==> src/common/corePkg.sv <==
package corePkg;

    localparam int XLEN = 32;
    localparam int SQN_W = 6;
    localparam int REG_W = 5;

    // Operations of the supported RV32I subset
    typedef enum logic [5:0] {
        OP_INVALID,
        OP_ADD,
        OP_SUB,
        OP_AND,
        OP_OR,
        OP_XOR,
        OP_SLT,
        OP_ADDI,
        OP_ANDI,
        OP_ORI,
        OP_XORI,
        OP_LUI,
        OP_BEQ,
        OP_BNE,
        OP_BLT,
        OP_JAL,
        OP_JALR
    } Opcode;

    typedef struct packed {
        Opcode            opcode;
        logic [REG_W-1:0] rs1;
        logic [REG_W-1:0] rs2;
        logic [REG_W-1:0] rd;      // Zero for branches and invalid words
        logic [XLEN-1:0]  imm;     // Sign extended
        logic [XLEN-1:0]  pc;
        logic [SQN_W-1:0] sqN;
        logic             valid;
    } DecodedUop;

    typedef struct packed {
        Opcode            opcode;
        logic [XLEN-1:0]  srcA;
        logic [XLEN-1:0]  srcB;
        logic [XLEN-1:0]  imm;
        logic [XLEN-1:0]  pc;
        logic [REG_W-1:0] rd;
        logic [SQN_W-1:0] sqN;
        logic             valid;
    } OperandUop;

    typedef struct packed {
        logic             valid;
        logic [REG_W-1:0] rd;
        logic [XLEN-1:0]  result;
        logic [SQN_W-1:0] sqN;
    } ResultBus;

    typedef struct packed {
        logic             taken;
        logic [XLEN-1:0]  target;
        logic [SQN_W-1:0] sqN;    // Sequence number of the branch itself
    } Redirect;

endpackage

==> src/decode/DecodeStage.sv <==
`timescale 1ns/1ns

module DecodeStage (
    input  logic               clk,
    input  logic               rst,
    input  logic [31:0]        instr,
    input  logic [31:0]        pc,
    input  corePkg::Redirect   redirect,
    output corePkg::DecodedUop decUop
);
    import corePkg::*;

    DecodedUop decoded;
    DecodedUop decReg;
    logic slotLive;
    logic [SQN_W-1:0] nextSqN;

    InstrDecoder decoder (
        .instr(instr),
        .pc(pc),
        .uop(decoded)
    );

    always_ff @(posedge clk) begin
        decReg <= decoded;
        decReg.sqN <= nextSqN;  // Stamp the number at capture time
    end

    // slotLive marks whether the slot now held in decReg survived a squash
    always_ff @(posedge clk) begin
        if (rst) begin
            slotLive <= 1'b0;
            nextSqN <= '0;
        end else if (redirect.taken) begin
            slotLive <= 1'b0;
            nextSqN <= redirect.sqN + 1'b1;  // Numbering restarts after the branch
        end else begin
            slotLive <= 1'b1;
            if (decoded.valid) begin
                nextSqN <= nextSqN + 1'b1;  // Invalid words are bubbles and take no number
            end
        end
    end

    always_comb begin
        decUop = decReg;
        decUop.valid = decReg.valid && slotLive;
    end

endmodule

==> src/decode/InstrDecoder.sv <==
`timescale 1ns/1ns

module InstrDecoder (
    input  logic [31:0]        instr,
    input  logic [31:0]        pc,
    output corePkg::DecodedUop uop
);
    import corePkg::*;

    logic [6:0] major;
    logic [2:0] funct3;
    logic [6:0] funct7;
    logic [XLEN-1:0] immI;
    logic [XLEN-1:0] immU;
    logic [XLEN-1:0] immB;
    logic [XLEN-1:0] immJ;

    assign major = instr[6:0];
    assign funct3 = instr[14:12];
    assign funct7 = instr[31:25];

    assign immI = {{20{instr[31]}}, instr[31:20]};
    assign immU = {instr[31:12], 12'b0};
    assign immB = {{19{instr[31]}}, instr[31], instr[7], instr[30:25], instr[11:8], 1'b0};
    assign immJ = {{11{instr[31]}}, instr[31], instr[19:12], instr[20], instr[30:21], 1'b0};

    always_comb begin
        uop = '0;
        uop.opcode = OP_INVALID;
        uop.rs1 = instr[19:15];
        uop.rs2 = instr[24:20];
        uop.rd = instr[11:7];
        uop.pc = pc;

        case (major)
            7'b0110011: begin
                case ({funct7, funct3})
                    10'b0000000_000: uop.opcode = OP_ADD;
                    10'b0100000_000: uop.opcode = OP_SUB;
                    10'b0000000_010: uop.opcode = OP_SLT;
                    10'b0000000_100: uop.opcode = OP_XOR;
                    10'b0000000_110: uop.opcode = OP_OR;
                    10'b0000000_111: uop.opcode = OP_AND;
                    default: uop.opcode = OP_INVALID;
                endcase
            end
            7'b0010011: begin
                uop.imm = immI;
                case (funct3)
                    3'b000: uop.opcode = OP_ADDI;
                    3'b100: uop.opcode = OP_XORI;
                    3'b110: uop.opcode = OP_ORI;
                    3'b111: uop.opcode = OP_ANDI;
                    default: uop.opcode = OP_INVALID;  // SLTI and shifts are not supported
                endcase
            end
            7'b0110111: begin
                uop.opcode = OP_LUI;
                uop.imm = immU;
            end
            7'b1100011: begin
                uop.imm = immB;
                case (funct3)
                    3'b000: uop.opcode = OP_BEQ;
                    3'b001: uop.opcode = OP_BNE;
                    3'b100: uop.opcode = OP_BLT;
                    default: uop.opcode = OP_INVALID;
                endcase
            end
            7'b1101111: begin
                uop.opcode = OP_JAL;
                uop.imm = immJ;
            end
            7'b1100111: begin
                uop.imm = immI;
                uop.opcode = (funct3 == 3'b000) ? OP_JALR : OP_INVALID;
            end
            default: uop.opcode = OP_INVALID;
        endcase

        // Branches have no destination, and a bubble must never look like a write
        if (uop.opcode inside {OP_BEQ, OP_BNE, OP_BLT, OP_INVALID}) begin
            uop.rd = '0;
        end
        uop.valid = (uop.opcode != OP_INVALID);
    end

endmodule

==> src/rtl/Core.sv <==
`timescale 1ns/1ns

module Core #(
    parameter logic [31:0] RESET_PC = 32'h0
) (
    input  logic              clk,
    input  logic              rst,
    input  logic [31:0]       instr,
    output logic [31:0]       pc,
    output corePkg::ResultBus wb
);
    import corePkg::*;

    DecodedUop decUop;
    OperandUop opUop;
    ResultBus exResult;
    Redirect redirect;
    logic [REG_W-1:0] rs1;
    logic [REG_W-1:0] rs2;
    logic [XLEN-1:0] rdata1;
    logic [XLEN-1:0] rdata2;

    ProgramCounter #(
        .RESET_PC(RESET_PC)
    ) progCnt (
        .clk(clk),
        .rst(rst),
        .redirect(redirect),
        .pc(pc)
    );

    DecodeStage decode (
        .clk(clk),
        .rst(rst),
        .instr(instr),
        .pc(pc),
        .redirect(redirect),
        .decUop(decUop)
    );

    RegFile rf (
        .clk(clk),
        .rst(rst),
        .rs1(rs1),
        .rs2(rs2),
        .rdata1(rdata1),
        .rdata2(rdata2),
        .wb(wb)
    );

    OperandStage operand (
        .clk(clk),
        .rst(rst),
        .decUop(decUop),
        .rdata1(rdata1),
        .rdata2(rdata2),
        .rs1(rs1),
        .rs2(rs2),
        .exResult(exResult),
        .wb(wb),
        .redirect(redirect),
        .opUop(opUop)
    );

    IntALU ialu (
        .clk(clk),
        .rst(rst),
        .opUop(opUop),
        .exResult(exResult),
        .wb(wb),
        .redirect(redirect)
    );

endmodule

==> src/rtl/IntALU.sv <==
`timescale 1ns/1ns

module IntALU (
    input  logic               clk,
    input  logic               rst,
    input  corePkg::OperandUop opUop,
    output corePkg::ResultBus  exResult,
    output corePkg::ResultBus  wb,
    output corePkg::Redirect   redirect
);
    import corePkg::*;

    logic [XLEN-1:0] srcA;
    logic [XLEN-1:0] srcB;
    logic [XLEN-1:0] linkPc;
    logic [XLEN-1:0] jalrSum;
    logic [XLEN-1:0] result;
    logic writesRd;
    logic condTaken;

    assign srcA = opUop.srcA;
    assign srcB = opUop.srcB;
    assign linkPc = opUop.pc + 32'd4;
    assign jalrSum = srcA + opUop.imm;

    always_comb begin
        result = '0;
        writesRd = 1'b1;
        condTaken = 1'b0;
        case (opUop.opcode)
            OP_ADD: result = srcA + srcB;
            OP_SUB: result = srcA - srcB;
            OP_AND: result = srcA & srcB;
            OP_OR: result = srcA | srcB;
            OP_XOR: result = srcA ^ srcB;
            OP_SLT: result = {{(XLEN-1){1'b0}}, $signed(srcA) < $signed(srcB)};
            OP_ADDI: result = srcA + opUop.imm;
            OP_ANDI: result = srcA & opUop.imm;
            OP_ORI: result = srcA | opUop.imm;
            OP_XORI: result = srcA ^ opUop.imm;
            OP_LUI: result = opUop.imm;
            OP_JAL, OP_JALR: begin
                result = linkPc;
                condTaken = 1'b1;
            end
            OP_BEQ: begin
                writesRd = 1'b0;
                condTaken = (srcA == srcB);
            end
            OP_BNE: begin
                writesRd = 1'b0;
                condTaken = (srcA != srcB);
            end
            OP_BLT: begin
                writesRd = 1'b0;
                condTaken = $signed(srcA) < $signed(srcB);
            end
            default: writesRd = 1'b0;
        endcase
    end

    assign exResult.valid = opUop.valid && writesRd && (opUop.rd != '0);
    assign exResult.rd = opUop.rd;
    assign exResult.result = result;
    assign exResult.sqN = opUop.sqN;

    assign redirect.taken = opUop.valid && condTaken;
    assign redirect.target = (opUop.opcode == OP_JALR) ? {jalrSum[XLEN-1:1], 1'b0}
                                                       : opUop.pc + opUop.imm;
    assign redirect.sqN = opUop.sqN;

    always_ff @(posedge clk) begin
        wb <= exResult;
        if (rst) begin
            wb.valid <= 1'b0;
        end
    end

endmodule

==> src/rtl/OperandStage.sv <==
`timescale 1ns/1ns

module OperandStage (
    input  logic               clk,
    input  logic               rst,
    input  corePkg::DecodedUop decUop,
    input  logic [31:0]        rdata1,
    input  logic [31:0]        rdata2,
    output logic [4:0]         rs1,
    output logic [4:0]         rs2,
    input  corePkg::ResultBus  exResult,
    input  corePkg::ResultBus  wb,
    input  corePkg::Redirect   redirect,
    output corePkg::OperandUop opUop
);
    import corePkg::*;

    OperandUop opNext;

    // Youngest producer wins: Execute, then Writeback, then the register file
    function automatic logic [XLEN-1:0] pickSource(
        input logic [REG_W-1:0] rs,
        input logic [XLEN-1:0]  rfData,
        input ResultBus         ex,
        input ResultBus         wbBus
    );
        if (rs == '0) begin
            return '0;
        end else if (ex.valid && ex.rd == rs) begin
            return ex.result;
        end else if (wbBus.valid && wbBus.rd == rs) begin
            return wbBus.result;
        end
        return rfData;
    endfunction

    assign rs1 = decUop.rs1;
    assign rs2 = decUop.rs2;

    always_comb begin
        opNext.opcode = decUop.opcode;
        opNext.srcA = pickSource(decUop.rs1, rdata1, exResult, wb);
        opNext.srcB = pickSource(decUop.rs2, rdata2, exResult, wb);
        opNext.imm = decUop.imm;
        opNext.pc = decUop.pc;
        opNext.rd = decUop.rd;
        opNext.sqN = decUop.sqN;
        opNext.valid = decUop.valid;
    end

    always_ff @(posedge clk) begin
        opUop <= opNext;
        if (rst || redirect.taken) begin
            opUop.valid <= 1'b0;  // Slot behind a taken branch is dropped
        end
    end

endmodule

==> src/rtl/ProgramCounter.sv <==
`timescale 1ns/1ns

module ProgramCounter #(
    parameter logic [31:0] RESET_PC = 32'h0
) (
    input  logic             clk,
    input  logic             rst,
    input  corePkg::Redirect redirect,
    output logic [31:0]      pc
);

    always_ff @(posedge clk) begin
        if (rst) begin
            pc <= RESET_PC;
        end else if (redirect.taken) begin
            pc <= redirect.target;  // Target fetch shows up one cycle after the branch
        end else begin
            pc <= pc + 32'd4;
        end
    end

endmodule

==> src/rtl/RegFile.sv <==
`timescale 1ns/1ns

module RegFile (
    input  logic              clk,
    input  logic              rst,
    input  logic [4:0]        rs1,
    input  logic [4:0]        rs2,
    output logic [31:0]       rdata1,
    output logic [31:0]       rdata2,
    input  corePkg::ResultBus wb
);
    import corePkg::*;

    logic [XLEN-1:0] regs [32];

    always_ff @(posedge clk) begin
        if (rst) begin
            for (int i = 0; i < 32; i++) begin
                regs[i] <= '0;
            end
        end else if (wb.valid && wb.rd != '0) begin
            regs[wb.rd] <= wb.result;
        end
    end

    // The write lands at the edge, so same-cycle readers rely on forwarding
    assign rdata1 = (rs1 == '0) ? '0 : regs[rs1];
    assign rdata2 = (rs2 == '0) ? '0 : regs[rs2];

endmodule

==> config.mk <==
export PLATFORM = sky130hd
export DESIGN_NAME = Core
export DESIGN_NICKNAME = d
export VERILOG_FILES = /design/src/common/corePkg.sv /design/src/decode/DecodeStage.sv /design/src/decode/InstrDecoder.sv /design/src/rtl/Core.sv /design/src/rtl/IntALU.sv /design/src/rtl/OperandStage.sv /design/src/rtl/ProgramCounter.sv /design/src/rtl/RegFile.sv
export SDC_FILE = /design/constraint.sdc
export NUM_CORES = 2
export LEC_CHECK = 0
export BUFFER_PORTS_ARGS = -buffer_cell sky130_fd_sc_hd__buf_2
export CORE_ASPECT_RATIO = 0.6
export CORE_MARGIN = 5
export CORE_UTILIZATION = 30
export DETAILED_ROUTE_END_ITERATION = 7
export PLACE_DENSITY = 0.42
export SYNTH_ARGS = -nofsm -noshare
export SYNTH_HDL_FRONTEND = slang
export SYNTH_HIERARCHICAL = 1
export SYNTH_SLANG_ARGS = --single-unit
==> constraint.sdc <==
create_clock -name clk -period 4.3 [get_ports clk]
set_clock_uncertainty 0.15 [all_clocks]
set_input_delay 0.645 -clock clk [delete_from_list [all_inputs] [get_ports clk]]
set_output_delay 0.645 -clock clk [all_outputs]
set_load 0.1 [all_outputs]
==> impl_metrics.py <==
metrics = {
    "global_route": {
        "grt_pass1_wl_mm": 440,
        "grt.overflow.total": 0,
        "grt_pass1_vias": 53100,
        "grt_start_max_net_pins": 105,
        "antenna_found_initial": 38,
        "grt.total_usage_pct": 23.5,
    },
    "critical_path": {
        "start_kind": "flip-flop",
        "crit_fanout": 4,
        "endpoint_kind": "flip-flop",
        "cp_data_arrival_time_ns": 4.83,
        "worstSetupPathType": "reg2reg",
        "worstPathRequired_ns": 4.87,
    },
    "run_status": {
        "status": "finished clean",
    },
    "floorplanning": {
        "die_x_um": 660,
        "rows": 143,
        "core-area_mm2": 0.253,
        "boundaryPins": 110,
        "dieHeight_um": 400,
        "start_util_pct": 30.1,
        "fp.dieArea_mm2": 0.264,
    },
    "cts": {
        "cts_sinks": 1345,
        "cts_buffer_depth": 4,
        "cts-buffers-inserted": 148,
        "cts_tree": "built",
        "root_buffer": "clkbuf_16",
        "cts_htree_levels": 4,
        "cts.clk_slew.worst_paths_ns": 0.06,
        "clock_latency_ns": 0.84,
    },
    "synthesis": {
        "netlist_area_mm2": 0.0760,
        "synthCells": 6189,
        "synth.avg_cell_area_um2": 12.3,
        "yosys_warnings": 6,
    },
    "placement": {
        "io_buffers": 109,
        "place_hpwl_mm": 226,
        "place_congestion": 0.925,
        "dp_cells": 9565,
    },
    "timing": {
        "setup_viol": 0,
        "report.final.slew_viol_count": 0,
        "final.period_utilization_pct": 99.2,
        "post-route-min-period_ns": 4.27,
        "slew-limit-headroom_pct": 15.5,
        "tns_ns": 0,
        "hold_viol": 0,
        "max_freq_mhz": 234,
        "rsz0062_at_grt": "yes",
        "worst_pin_slew_ns": 1.26,
    },
    "cells_and_area": {
        "drive_gt1_share_pct": 22.9,
        "fin_util_pct": 34.6,
        "area_growth_pct": 15.0,
        "final_cells": 9898,
        "final_nets": 6501,
    },
    "pwr": {
        "leakage_uw": 0.0330,
        "power_density_mw_per_mm2": 384,
        "ir_drop_v": 0.000261,
    },
    "drt": {
        "drt_iter0_markers": 7765,
        "wl_mm": 320,
        "drt_first_pass_iters": 8,
        "route.vias.total": 56100,
        "vias_per_cell": 5.67,
        "routedWlPerCell_um": 32.3,
        "post-route-drc-count": 0,
        "ant_nets": 0,
    },
    "run": {
        "maxCapViolations": 0,
    },
    "worst_hold_path": {
        "hold_class": "in2reg",
    },
}
==> final cells by class <==
class	count	area [µm²]
timing repair buffer	639	5530
inverter	96	363
sequential	1345	37200
multi-input combinational	4105	35500
tap	3407	4260
antenna	52	130
clock buffer	210	4060
clock inverter	44	375
fill	24700	165000
==> final timing paths <==
kind / start / endpoint / slack, ns / cells after the start
worst max register to register: operand/opUop[83]$_DFF_P_ / decode/nextSqN[4]$_SDFFE_PP0P_ / 0.03 / 20
worst max-delay path: operand/opUop[83]$_DFF_P_ / decode/nextSqN[4]$_SDFFE_PP0P_ / 0.03 / 20
worst min-delay path: instr[13] / decode/decUop[52]$_DFF_P_ / 0.05 / 2
worst min register to register: decode/decUop[9]$_DFF_P_ / operand/opUop[14]$_DFF_P_ / 0.15 / 0
==> cell usage in the layout (no fill, tap or decap), types with 30 or more instances in the layout <==
master / n
edfxtp_1: 1024
a22o_1: 57
nor2_1: 190
inv_1: 90
or2_2: 37
a211oi_1: 34
mux2i_1: 189
dfxtp_1: 310
nand2_1: 306
diode_2: 52
clkbuf_1: 53
ha_1: 124
nand3_1: 52
mux4_2: 472
o22ai_1: 124
clkbuf_16: 151
buf_12: 74
a21o_1: 78
a22oi_1: 30
o21ai_0: 168
buf_2: 108
a31oi_1: 73
nor3_1: 85
and2_1: 1014
a221oi_1: 30
nand2b_1: 30
xor2_1: 79
a21oi_1: 192
xnor2_1: 75
mux2_2: 30
nor2_4: 32
buf_4: 430
conb_1: 33
a2111oi_1: 43
==> sequential cells by signal, indices dropped and copies added (netlist names) <==
name             flops
decode/nextSqN       6
decode/slotLive      1
decode/decUop       91
progCnt/pc          32
operand/opUop      146
ialu/wb             44
rf/regs           1024
decode/decReg        1
==> repair_timing <==
action,CTS,global route
pin swaps,3,11
hold endpoints to repair,44,0
endpoints found under the setup margin,37,45
buffers inserted,2,2
hold buffers,24,0
gates resized for setup,9,36
==> metal layers <==
| metal | global-route usage, % | vias up | share of wire [%] |
|---|---|---|---|
| li1 | - | 23600 | - |
| met1 | 38.9 | 29100 | 50 |
| met2 | 30.0 | 3144 | 38 |
| met3 | 5.80 | 305 | 11 |
| met4 | 4.00 | 6 | 1.6 |
| met5 | 0 | - | 0.0094 |
==> critical path, stage by stage (launching register included) <==
cell and delay [ns]:
dfxtp_1 0.34, inv_1 0.06, ha_1 0.33, a21oi_1 0.29, o31ai_4 0.11, nor4bb_4 0.49, o31ai_4 0.10, buf_6 0.15
a211oi_4 0.34, o21ai_2 0.12, a21oi_1 0.14, a31oi_1 0.08, buf_4 0.17, a31oi_4 0.15, buf_12 0.16, mux2_4 0.32
ha_4 0.18, nand4_1 0.10, xnor2_1 0.13, nor2_1 0.06, a211oi_1 0.18
==> per-stage QoR <==
step / power (µW) / hold slack, ns / setup slack (ns) / cell area (µm²)
finish: 33500 / 0.0535 / 0.0349 / 87400
global route: 34700 / 0.0259 / -0.0526 / 87300
CTS: 33700 / 0.00727 / 0.0357 / 87100
detailed placement: 21200 / 0.162 / -0.332 / 82400
global placement: 21300 / 0.160 / -0.269 / 82400
floorplan: 18500 / 0.182 / 0.401 / 76100
==> power breakdown <==
| group | switching [µW] | internal [µW] |
|---|---|---|
| logic | 4050 | 2170 |
| registers | 463 | 14400 |
| clock network | 5560 | 6880 |
| total | 10100 | 23500 |
(Power assumes the default switching activity.)
